$ cat src/source/execPkg.sv
`default_nettype none

package execPkg;

  ////////////////////
  // widths
  ////////////////////

  // datapath width, only the 64-bit build exists
  localparam int XLEN = 64;

  // wishbone word address width
  localparam int ADDR_W = 3;

  ////////////////////
  // register map
  ////////////////////

  // word addresses seen on the wishbone port
  typedef enum logic [ADDR_W-1:0] {
    regOpA    = 3'd0,  // rs1 operand, read/write
    regOpB    = 3'd1,  // rs2 operand, read/write
    regInstr  = 3'd2,  // instruction word in the low 32 bits
    regResult = 3'd3,  // alu result, read only
    regStatus = 3'd4   // bit 0 is the illegal flag, read only
  } regAddrT;

  ////////////////////
  // instruction fields
  ////////////////////

  // major opcodes handled by the unit
  typedef enum logic [6:0] {
    opOp      = 7'b0110011,
    opOpImm   = 7'b0010011,
    opOp32    = 7'b0111011,
    opOpImm32 = 7'b0011011,
    opLui     = 7'b0110111
  } opcodeT;

  // funct3 meanings for the integer groups
  typedef enum logic [2:0] {
    fAddSub = 3'b000,
    fSll    = 3'b001,
    fSlt    = 3'b010,
    fSltu   = 3'b011,
    fXor    = 3'b100,
    fSr     = 3'b101,
    fOr     = 3'b110,
    fAnd    = 3'b111
  } aluFunctT;

endpackage

`default_nettype wire

$ cat src/source/alu.sv
`default_nettype none

module alu import execPkg::*; (
  input  logic [XLEN-1:0] a,
  input  logic [XLEN-1:0] b,
  input  logic [2:0]      aluControl,
  input  aluFunctT        funct3,
  output logic [XLEN-1:0] result,
  output logic [XLEN-1:0] sum
);

  logic [XLEN-1:0] condInvB;
  logic [XLEN-1:0] sumTrunc;
  logic [XLEN-1:0] shift;
  logic [XLEN-1:0] slt;
  logic [XLEN-1:0] sltu;
  logic            carry;
  logic            neg;
  logic            overflow;
  logic            lt;
  logic            ltu;
  logic            right;
  logic            w64;
  logic            subArith;
  logic            aluOp;

  // control word is {w64, subArith, aluOp}
  assign {w64, subArith, aluOp} = aluControl;

  ////////////////////
  // adder
  ////////////////////

  // subtract as a + ~b + 1
  assign condInvB     = subArith ? ~b : b;
  assign {carry, sum} = a + condInvB + {{(XLEN-1){1'b0}}, subArith};

  // addw, subw and addiw keep only the low word
  assign sumTrunc = w64 ? {{(XLEN-32){sum[31]}}, sum[31:0]} : sum;

  ////////////////////
  // shifter
  ////////////////////

  // srl and sra share funct3, subArith picks arithmetic
  assign right = (funct3 == fSr);

  shifter shift0 (
    .a     (a),
    .shamt (b[5:0]),
    .right (right),
    .arith (subArith),
    .w64   (w64),
    .y     (shift)
  );

  ////////////////////
  // compare flags
  ////////////////////

  assign neg = sum[XLEN-1];
  // overflow when both addends share a sign and the sum has the other one
  assign overflow = (a[XLEN-1] ~^ condInvB[XLEN-1]) & (a[XLEN-1] ^ sum[XLEN-1]);
  assign lt  = neg ^ overflow;
  // no carry out of a - b means a < b unsigned
  assign ltu = ~carry;

  assign slt  = {{(XLEN-1){1'b0}}, lt};
  assign sltu = {{(XLEN-1){1'b0}}, ltu};

  // result select, aluOp low forces the adder output (lui)
  always_comb begin
    if (!aluOp) begin
      result = sumTrunc;
    end else begin
      case (funct3)
        fAddSub: result = sumTrunc;
        fSll:    result = shift;
        fSlt:    result = slt;
        fSltu:   result = sltu;
        fXor:    result = a ^ b;
        fSr:     result = shift;
        fOr:     result = a | b;
        fAnd:    result = a & b;
        default: result = sumTrunc;
      endcase
    end
  end

endmodule

`default_nettype wire

$ cat src/source/aluDecoder.sv
`default_nettype none

module aluDecoder import execPkg::*; (
  input  logic [31:0]     instr,
  output logic [2:0]      aluControl,
  output aluFunctT        funct3,
  output logic            useImm,
  output logic            zeroA,
  output logic [XLEN-1:0] imm,
  output logic            illegal
);

  opcodeT          opcode;
  logic [6:0]      funct7;
  logic [XLEN-1:0] immI;
  logic [XLEN-1:0] immU;
  logic            w64;
  logic            subArith;
  logic            aluOp;
  logic            isCmp;
  logic            altOk;

  ////////////////////
  // fields
  ////////////////////

  assign opcode = opcodeT'(instr[6:0]);
  assign funct3 = aluFunctT'(instr[14:12]);
  assign funct7 = instr[31:25];

  // sign-extended I and U immediates
  assign immI = {{(XLEN-12){instr[31]}}, instr[31:20]};
  assign immU = {{(XLEN-32){instr[31]}}, instr[31:12], 12'b0};

  // slt and sltu need the subtractor
  assign isCmp = (funct3 == fSlt) || (funct3 == fSltu);
  // only add and sr accept the alternate funct7 (sub, sra)
  assign altOk = (funct3 == fAddSub) || (funct3 == fSr);

  assign aluControl = {w64, subArith, aluOp};

  ////////////////////
  // control decode
  ////////////////////

  always_comb begin
    w64      = 1'b0;
    subArith = 1'b0;
    aluOp    = 1'b1;
    useImm   = 1'b0;
    zeroA    = 1'b0;
    imm      = immI;
    illegal  = 1'b0;
    case (opcode)
      opOp: begin
        subArith = (altOk && instr[30]) || isCmp;
        illegal  = !((funct7 == 7'b0000000) || (funct7 == 7'b0100000 && altOk));
      end
      opOpImm: begin
        useImm = 1'b1;
        // addi with bit 30 set is still an add, only srai subtracts
        subArith = ((funct3 == fSr) && instr[30]) || isCmp;
        // 6-bit shamt leaves imm[11:6] as the function field
        if (funct3 == fSll) begin
          illegal = (instr[31:26] != 6'b000000);
        end else if (funct3 == fSr) begin
          illegal = (instr[31:26] != 6'b000000) && (instr[31:26] != 6'b010000);
        end
      end
      opOp32: begin
        w64      = 1'b1;
        subArith = altOk && instr[30];
        // word group has only add, sub, sll, srl and sra
        illegal  = !(altOk || (funct3 == fSll)) ||
                   !((funct7 == 7'b0000000) || (funct7 == 7'b0100000 && altOk));
      end
      opOpImm32: begin
        w64      = 1'b1;
        useImm   = 1'b1;
        subArith = (funct3 == fSr) && instr[30];
        // word shifts take a 5-bit shamt so funct7 is checked whole
        case (funct3)
          fAddSub: illegal = 1'b0;
          fSll:    illegal = (funct7 != 7'b0000000);
          fSr:     illegal = (funct7 != 7'b0000000) && (funct7 != 7'b0100000);
          default: illegal = 1'b1;
        endcase
      end
      opLui: begin
        // lui is 0 + immU through the adder
        aluOp  = 1'b0;
        useImm = 1'b1;
        zeroA  = 1'b1;
        imm    = immU;
      end
      default: begin
        illegal = 1'b1;
      end
    endcase
  end

endmodule

`default_nettype wire

$ cat src/source/execTop.sv
`default_nettype none

module execTop import execPkg::*; (
  input  logic            clk,
  input  logic            rstN,
  input  logic            cyc,
  input  logic            stb,
  input  logic            we,
  input  regAddrT         adr,
  input  logic [XLEN-1:0] datIn,
  output logic [XLEN-1:0] datOut,
  output logic            ack
);

  logic [XLEN-1:0] opA;
  logic [XLEN-1:0] opB;
  logic [31:0]     instr;
  logic [2:0]      aluControl;
  aluFunctT        funct3;
  logic            useImm;
  logic            zeroA;
  logic [XLEN-1:0] imm;
  logic            illegal;
  logic [XLEN-1:0] aluA;
  logic [XLEN-1:0] aluB;
  logic [XLEN-1:0] result;

  // bus side register block
  wbExecRegs regs0 (
    .clk     (clk),
    .rstN    (rstN),
    .cyc     (cyc),
    .stb     (stb),
    .we      (we),
    .adr     (adr),
    .datIn   (datIn),
    .result  (result),
    .illegal (illegal),
    .ack     (ack),
    .datOut  (datOut),
    .opA     (opA),
    .opB     (opB),
    .instr   (instr)
  );

  aluDecoder dec0 (
    .instr      (instr),
    .aluControl (aluControl),
    .funct3     (funct3),
    .useImm     (useImm),
    .zeroA      (zeroA),
    .imm        (imm),
    .illegal    (illegal)
  );

  // operand muxes, a is zero for lui and b takes the immediate
  assign aluA = zeroA ? '0 : opA;
  assign aluB = useImm ? imm : opB;

  // raw sum is not needed at this level
  alu alu0 (
    .a          (aluA),
    .b          (aluB),
    .aluControl (aluControl),
    .funct3     (funct3),
    .result     (result),
    .sum        ()
  );

endmodule

`default_nettype wire

$ cat src/source/shifter.sv
`default_nettype none

module shifter import execPkg::*; (
  input  logic [XLEN-1:0] a,
  input  logic [5:0]      shamt,
  input  logic            right,
  input  logic            arith,
  input  logic            w64,
  output logic [XLEN-1:0] y
);

  logic [XLEN-1:0] aIn;
  logic [5:0]      amt;
  logic [XLEN:0]   rightExt;
  logic [XLEN-1:0] rightRes;
  logic [XLEN-1:0] leftRes;
  logic [XLEN-1:0] raw;

  // word mode works on the low half only
  // upper half is refilled so right shifts pull in sign or zero bits
  always_comb begin
    if (w64) begin
      if (arith) begin
        aIn = {{(XLEN-32){a[31]}}, a[31:0]};
      end else begin
        aIn = {{(XLEN-32){1'b0}}, a[31:0]};
      end
      // shamt[5] is ignored for word shifts
      amt = {1'b0, shamt[4:0]};
    end else begin
      aIn = a;
      amt = shamt;
    end
  end

  // one extra fill bit on top turns a signed shift into srl or sra
  assign rightExt = {arith & aIn[XLEN-1], aIn};
  assign rightRes = XLEN'($signed(rightExt) >>> amt);
  assign leftRes  = aIn << amt;

  assign raw = right ? rightRes : leftRes;

  // word results are sign-extended from bit 31
  assign y = w64 ? {{(XLEN-32){raw[31]}}, raw[31:0]} : raw;

endmodule

`default_nettype wire

$ cat src/source/wbExecRegs.sv
`default_nettype none

module wbExecRegs import execPkg::*; (
  input  logic            clk,
  input  logic            rstN,
  input  logic            cyc,
  input  logic            stb,
  input  logic            we,
  input  regAddrT         adr,
  input  logic [XLEN-1:0] datIn,
  input  logic [XLEN-1:0] result,
  input  logic            illegal,
  output logic            ack,
  output logic [XLEN-1:0] datOut,
  output logic [XLEN-1:0] opA,
  output logic [XLEN-1:0] opB,
  output logic [31:0]     instr
);

  logic            access;
  logic [XLEN-1:0] readMux;

  // a new access starts when cyc and stb are high and the last ack is gone
  // this keeps ack to a single cycle while the master still holds stb
  assign access = cyc & stb & ~ack;

  ////////////////////
  // read path
  ////////////////////

  always_comb begin
    case (adr)
      regOpA:    readMux = opA;
      regOpB:    readMux = opB;
      regInstr:  readMux = {{(XLEN-32){1'b0}}, instr};
      regResult: readMux = result;
      regStatus: readMux = {{(XLEN-1){1'b0}}, illegal};
      // unmapped words read as zero
      default:   readMux = '0;
    endcase
  end

  ////////////////////
  // registers
  ////////////////////

  always_ff @(posedge clk) begin
    if (!rstN) begin
      ack    <= 1'b0;
      datOut <= '0;
      opA    <= '0;
      opB    <= '0;
      instr  <= '0;
    end else begin
      ack <= access;
      if (access) begin
        // read data is captured on the edge that raises ack
        datOut <= readMux;
        if (we) begin
          // result, status and unmapped words drop the write
          case (adr)
            regOpA:   opA   <= datIn;
            regOpB:   opB   <= datIn;
            regInstr: instr <= datIn[31:0];
            default: begin
            end
          endcase
        end
      end
    end
  end

endmodule

`default_nettype wire

$ cat config.mk
export PLATFORM = sky130hd
export DESIGN_NAME = execTop
export DESIGN_NICKNAME = d
export VERILOG_FILES = /design/src/source/execPkg.sv /design/src/source/alu.sv /design/src/source/aluDecoder.sv /design/src/source/execTop.sv /design/src/source/shifter.sv /design/src/source/wbExecRegs.sv
export SDC_FILE = /design/constraint.sdc
export NUM_CORES = 2
export LEC_CHECK = 0
export ABC_CLOCK_PERIOD_IN_PS = 10700
export BUFFER_PORTS_ARGS = -buffer_cell sky130_fd_sc_hd__buf_2
export CAP_MARGIN = 20
export CORE_MARGIN = 2
export CORE_UTILIZATION = 30
export DETAILED_ROUTE_END_ITERATION = 6
export SLEW_MARGIN = 5
export SYNTH_ARGS = -nofsm -noshare
export SYNTH_HDL_FRONTEND = slang
export SYNTH_SLANG_ARGS = --single-unit
$ cat constraint.sdc
create_clock -name clk -period 10.7 [get_ports clk]
set_clock_uncertainty 0.05 [all_clocks]
set_input_delay 1.605 -clock clk [delete_from_list [all_inputs] [get_ports clk]]
set_output_delay 1.605 -clock clk [all_outputs]
set_load 0.005 [all_outputs]
Word-level counts from Yosys, hierarchy flattened
Cells that the tools add are included.
{"block": "word_totals", "input_bits": 72, "ff_bits": 225}
{"block": "op_classes", "n_eq_ne": 19, "muxes": 21, "shift": 2, "n_reduce_logical": 25, "n_bitwise": 13, "add_sub_neg": 2}
{"operator": "2-to-1 mux 64 bit", "n": 9}
{"operator": "one-hot mux 64 bit (7 select lines)", "n": 1}
{"operator": "one-hot mux 64 bit (5 select lines)", "n": 1}
{"operator": "adder 64 x 64 -> 65 bit", "n": 1}
{"operator": "adder 65 x 1 -> 65 bit", "n": 1}
{"operator": ">>> shifter 65 x 6 -> 64 bit", "n": 1}
{"operator": "bitwise AND 64 bit", "n": 1}
{"operator": "NOT 64 bit", "n": 1}
{"operator": "bitwise OR 64 bit", "n": 1}
{"operator": "<< shifter 64 x 6 -> 64 bit", "n": 1}
{"operator": "XOR 64 bit", "n": 1}
{"operator": "2-to-1 mux 31 bit", "n": 1}
{"operator": "equality test 7 x 6 -> 1 bit, second input constant", "n": 4}
{"operator": "equality test 3 bit, second input constant", "n": 5}
{"operator": "equality test 7 x 5 -> 1 bit, second input constant", "n": 2}
{"operator": "equality test 3 x 2 -> 1 bit, second input constant", "n": 4}
{"operator": "AND reduction 3 bit", "n": 3}
{"operator": "zero test 7 bit", "n": 1}
{"operator": "logical OR 1 bit", "n": 7}
{"operator": "!= test 7 x 6 -> 1 bit, second input constant", "n": 1}
{"operator": "nonzero test 7 bit", "n": 1}
{"operator": "equality test 3 x 1 -> 1 bit, second input constant", "n": 2}
{"operator": "zero test 3 bit", "n": 2}
{"operator": "2-to-1 mux 6 bit", "n": 1}
{"operator": "14 further kinds", "n": 29}

Logic depth before layout (Yosys ltp)
{"block": "depth", "ltp_word": 14, "ltp_mapped": 32, "mapped_depth_nobuf": 26}

By module
Synthesis repeated with hierarchy kept, for this count alone.
{"block": "hier_totals", "cells_unflattened": 4134, "hier_area_um2": 31330.0}
{"module": "shifter", "cells_each": 1466, "n_inst": 1, "area_per_inst_um2": 10372.4}
{"module": "wbExecRegs", "cells_each": 1076, "n_inst": 1, "area_per_inst_um2": 9698.1}
{"module": "alu", "cells_each": 1340, "n_inst": 1, "area_per_inst_um2": 8961.1}
{"module": "execTop", "cells_each": 142, "n_inst": 1, "area_per_inst_um2": 1546.5}
{"module": "aluDecoder", "cells_each": 110, "n_inst": 1, "area_per_inst_um2": 752.0}

Worst setup path before layout
Ideal clock, no wire load.
{"block": "synth_timing", "path_kind": "register -> register", "from": "reg regs0.instr[6]", "to": "reg regs0.datOut[0]", "setup_ns": 0.092, "t_arrival_ns": 5.612, "path_slack_ns": 4.946, "synth_period_minus_slack_ns": 5.754, "stages_incl_launch_ff": 33, "cell_sequence": "dfxtp_1 and4b_1 buf_2 buf_4 buf_4 nand2_2 buf_2 buf_4 buf_4 clkbuf_1 buf_1 nand2_1 inv_1 ha_1 clkbuf_1 a21o_1 a221oi_1 o21ai_0 nor3b_1 nor3_1 a21oi_1 o21a_1 nand2_1 nand2_1 a2111oi_0 o21bai_1 fa_1 o22a_1 o22ai_1 a31oi_1 o211ai_1 nor3_1 o32ai_1"}
{"block": "synth_via", "elab_chain_len": 14, "elab_cells_between_ends": 39, "classes_between": "2 x add/sub; 5 x eq/ne; 2 x shift; 18 x mux; 10 x bitwise; 2 x reduce/logical"}
{"item": "start: declaration", "line_no": "wbExecRegs.sv:17", "rtl": "output logic [31:0] instr"}
{"item": "start signal: assignment", "line_no": "wbExecRegs.sv:64", "rtl": "regInstr: instr <= datIn[31:0];"}
{"item": "equality test 7 x 5 -> 1 bit or equality test 7 x 6 -> 1 bit (tied branches)", "line_no": "aluDecoder.sv:54", "rtl": "case (opcode)"}
{"item": "OR reduction 3 bit (no source line)"}
{"item": "2-to-1 mux 1 bit", "line_no": "aluDecoder.sv:54"}
{"item": "2-to-1 mux 64 bit", "line_no": "execTop.sv:58", "rtl": "assign aluB = useImm ? imm : opB;"}
{"item": "NOT 64 bit", "line_no": "alu.sv:35", "rtl": "assign condInvB = subArith ? ~b : b;"}
{"item": "2-to-1 mux 64 bit", "line_no": "alu.sv:35"}
{"item": "adder 64 x 64 -> 65 bit", "line_no": "alu.sv:36", "rtl": "assign {carry, sum} = a + condInvB + {{(XLEN-1){1'b0}}, subArith};"}
{"item": "adder 65 x 1 -> 65 bit", "line_no": "alu.sv:36"}
{"item": "XOR 1 bit", "line_no": "alu.sv:63", "rtl": "assign overflow = (a[XLEN-1] ~^ condInvB[XLEN-1]) & (a[XLEN-1] ^ sum[XLEN-1]);"}
{"item": "bitwise AND 1 bit", "line_no": "alu.sv:63"}
{"item": "XOR 1 bit", "line_no": "alu.sv:64", "rtl": "assign lt = neg ^ overflow;"}
{"item": "one-hot mux 64 bit (7 select lines)", "line_no": "alu.sv:76", "rtl": "case (funct3)"}
{"item": "2-to-1 mux 64 bit", "line_no": "alu.sv:73", "rtl": "if (!aluOp) begin"}
{"item": "one-hot mux 64 bit (5 select lines) *", "line_no": "wbExecRegs.sv:32", "rtl": "case (adr)"}
{"item": "end signal: assignment", "line_no": "wbExecRegs.sv:58", "rtl": "datOut <= readMux;"}
{"item": "end: declaration", "line_no": "wbExecRegs.sv:14", "rtl": "output logic [XLEN-1:0] datOut,"}
Mark *: on every way between the ends. The rest lies on a longest branch, timed or not.
A chain may end at the register's enable or synchronous reset.

Worst setup path after layout
{"block": "layout_timing", "from": "reg regs0.instr[2]", "to": "reg regs0.datOut[0]"}
Same word-level chain as after synthesis.

==> flow_metrics.env <==
export IMPL_worstHoldStart="regs0.instr[9]"
export IMPL_slew_headroom_pct=14.4
export IMPL_dieArea_sq_um=102000
export IMPL_synth_top_area_share_pct=15.1
export IMPL_drv_cap=0
export IMPL_reg2reg_depth=27
export IMPL_wl_per_cell_um=32.1
export IMPL_synth_xor_area_share_pct=3.59
export IMPL_hpwl_um=135000
export IMPL_placed_area_sq_um=31400
export IMPL_cts_resized=0
export IMPL_drt_iter0_markers=6734
export IMPL_via_count=37800
export IMPL_power_internal_w=0.00148
export IMPL_ant_nets=0
export IMPL_synthAdderAreaFrac_pct=8.20
export IMPL_worstSetupEndpointType="flip-flop"
export IMPL_reg2reg_from="regs0.instr[2]"
export IMPL_first_global_vias=34300
export IMPL_fin_area_sq_um=32400
export IMPL_r2r_end="regs0.datOut[0]"
export IMPL_die_w_um=319
export IMPL_fillCellCount=11000
export IMPL_arrival_ns=8.24
export IMPL_slew_violations=0
export IMPL_fin_cells=5684
export IMPL_post_route_min_period_ns=7.76
export IMPL_synthTopCellsByArea="dfxtp_1 (15%), nand2_1 (10%), a21oi_1 (9.4%)"
export IMPL_hold_buffers=0
export IMPL_ys_warn_count=0
export IMPL_grt_overflow_total=0
export IMPL_avgSynthCellArea_sq_um=6.65
export IMPL_gp_congestion=1.15
export IMPL_fp_dieH_um=319
export IMPL_synth_area_mux_share_pct=5.50
export IMPL_leakage_nw=13.4
export IMPL_netlist_top_cells_count="nand2_1 (818), a21oi_1 (558), o21ai_0 (337)"
export IMPL_cts_clk_slew_worst_paths_ns=0.06
export IMPL_vias_per_cell=6.64
export IMPL_fin_ws_ns=2.94
export IMPL_cts_max_path_buffers=3
export IMPL_critPathSlowestCell="dfxtp_1"
export IMPL_ys_flop_type="dfxtp_1"
export IMPL_firstDrtPassIters=7
export IMPL_p_comb_share_pct=11.1
export IMPL_grt_pass1_wl_um=256000
export IMPL_clkPwrFrac_pct=49.0
export IMPL_hold_path_class="flip-flop to flip-flop"
export IMPL_syn_cell_area_sq_um=29800
export IMPL_placed_cells=5624
export IMPL_drive_gt1_share_pct=9.97
export IMPL_routed_wl_um=182000
export IMPL_setup_violations=0
export IMPL_syn_instance_count=4478
export IMPL_cts_tree="built"
export IMPL_p_switching_w=0.000656
export IMPL_whs_endpoint="regs0.instr[9]"
export IMPL_p_sw_share_pct=30.7
export IMPL_htree_levels=1
export IMPL_outcome="finished, violations left"
export IMPL_critPathLaunchType="flip-flop"
export IMPL_yosysTopAreaCell="dfxtp_1"
export IMPL_critPathMaxFanout=34
export IMPL_slowest_delay_ns=0.95
export IMPL_syn_num_nets=4744
export IMPL_cts_sinks=225
export IMPL_cts_buffers=28
export IMPL_antenna_found_initial=11
export IMPL_finish_utilization_pct=33.0
export IMPL_fp_coreArea_sq_um=98400
export IMPL_root_buffer="clkbuf_16"
export IMPL_io_buffers=136
export IMPL_worst_pin_slew_ns=1.28
export IMPL_tns_ns=0
export IMPL_yosys_register_bits=225
export IMPL_violations="design-rule violations"
export IMPL_regToRegSetupSlack_ns=2.94
export IMPL_synthMostInstantiatedCell="nand2_1"
export IMPL_grt_start_max_net_pins=133
export IMPL_power_density_nw_per_um2=65.9
export IMPL_synth_distinct_cells=114
export IMPL_io_pins=137
export IMPL_hold_viol=0
export IMPL_clk_latency_ns=0.63
export IMPL_synth_edf_count=0
export IMPL_crit_required_ns=11.18
export IMPL_ys_async_sr_fraction_pct=0
export IMPL_rsz0062_at_grt="false"
export IMPL_fin_crit_sh_pct=72.5
export IMPL_synth_simple_gate_area_share_pct=20.7
export IMPL_rows=115
export IMPL_final_nets=4636
export IMPL_fmax_mhz=129
export IMPL_initial_core_util_pct=30.2
export IMPL_seqPwrFrac_pct=39.9
export IMPL_worstSetupPathType="flip-flop to flip-flop"
export IMPL_synth_compound_area_share_pct=38.3
export IMPL_hold_depth=2
export IMPL_route_detailed_drc=11
export IMPL_grt_use_total_pct=34.2
export IMPL_dp_worst_setup_slack_ns=3.11
export IMPL_post_cts_repair_setup_buffers=0
export IMPL_synth_top_family_by_area="compound AO/OA/AOI/OAI gates"
export IMPL_synth_seq_area_share_pct=15.1
export IMPL_syn_to_final_growth_pct=8.97
export IMPL_peakVddDrop_v=0.000113
[stage by stage]
stage               hold WS (ns)  power (W)
finish                     0.407    0.00214
global route               0.433    0.00217
CTS                        0.407    0.00212
detailed placement         0.399    0.00109
global placement           0.397    0.00109
floorplan                  0.386   0.000987
[registers in the layout (all words and copies together) (netlist names)]
register      count
regs0.datOut     64
regs0.opA        64
regs0.ack         1
regs0.instr      32
regs0.opB        64
[worst max-delay path: cells and delay by family (launching register included)]
kind                     cells  cell delay [ns]
AND/OR/NAND/NOR              9             2.20
AO/OA/AOI/OAI               13             2.73
adder cells (fa/ha/maj)      2             0.84
XOR/XNOR                     1             0.11
flip-flops                   1             0.95
buffers and inverters        2             0.78
[power by group through the flow]
stage / clock [W] / sequential [W] / combinational, W
after floorplan: 0 / 0.000864 / 0.000122
after global placement: 0 / 0.000870 / 0.000224
after detailed placement: 0 / 0.000869 / 0.000224
after CTS: 0.00105 / 0.000851 / 0.000225
after global routing: 0.00108 / 0.000851 / 0.000244
final: 0.00105 / 0.000852 / 0.000238
[cell usage in the layout (no fill, tap or decap), types with 14 or more instances in the layout]
| master | instances |
|---|---|
| a211o_1 | 18 |
| a211oi_1 | 112 |
| a21o_1 | 70 |
| a21oi_1 | 558 |
| a221o_1 | 15 |
| a221oi_1 | 58 |
| a222oi_1 | 23 |
| a22o_1 | 16 |
| a22oi_1 | 51 |
| a311oi_1 | 23 |
| a31oi_1 | 46 |
| and2_1 | 25 |
| and3_1 | 31 |
| buf_2 | 139 |
| buf_4 | 134 |
| clkbuf_16 | 28 |
| dfxtp_1 | 222 |
| ha_1 | 192 |
| inv_1 | 187 |
| mux2_2 | 14 |
| mux2i_1 | 143 |
| nand2_1 | 817 |
| nand2b_1 | 34 |
| nand3_1 | 119 |
| nand4_1 | 28 |
| nor2_1 | 220 |
| nor3_1 | 47 |
| o211ai_1 | 65 |
| o21a_1 | 26 |
| o21ai_0 | 336 |
| o21ai_1 | 29 |
| o21bai_1 | 17 |
| o221ai_1 | 38 |
| o22ai_1 | 44 |
| o2bb2ai_1 | 14 |
| o31ai_1 | 18 |
| xnor2_1 | 103 |
| xor2_1 | 19 |
[worst max path at each step]
stage / end / start / slack [ns]
2_1_floorplan: regs0.datOut[0] / regs0.instr[6] / 4.95
3_3_place_gp: regs0.datOut[0] / regs0.instr[2] / 3.21
3_5_place_dp: regs0.datOut[0] / regs0.instr[2] / 3.11
4_1_cts: regs0.datOut[0] / regs0.instr[2] / 3.07
5_1_grt: regs0.datOut[0] / regs0.instr[2] / 2.44
6_report: regs0.datOut[0] / regs0.instr[2] / 2.94
[logic make-up after synthesis]
logic type               after synthesis
buffers and inverters                610
AND/OR/NAND/NOR                     1414
XOR/XNOR                             122
multiplexers                         160
flip-flops                           225
AO/OA/AOI/OAI                       1753
adder cells (fa/ha/maj)              194
[cell type report]
class	count	area (sq um)	area share, %
antenna	5	12.5	0.0386
clock buffer	37	795	2.45
inverter	195	739	2.28
sequential	225	4510	13.9
tap	1287	1610	4.96
multi-input combinational	3643	22800	70.4
clock inverter	15	165	0.509
timing repair buffer	277	1770	5.45
[routing by layer]
metal	part of all wire (%)	wire [um]	vias to the layer above	GRT usage [%]
met3	15	26900	733	12.9
met5	0.035	64	-	0
met4	8.2	14900	10	22.1
met1	37	67900	18000	42.7
li1	-	-	16100	-
met2	40	72700	2913	48.9
Note: power is estimated with default switching activity, not from simulation.
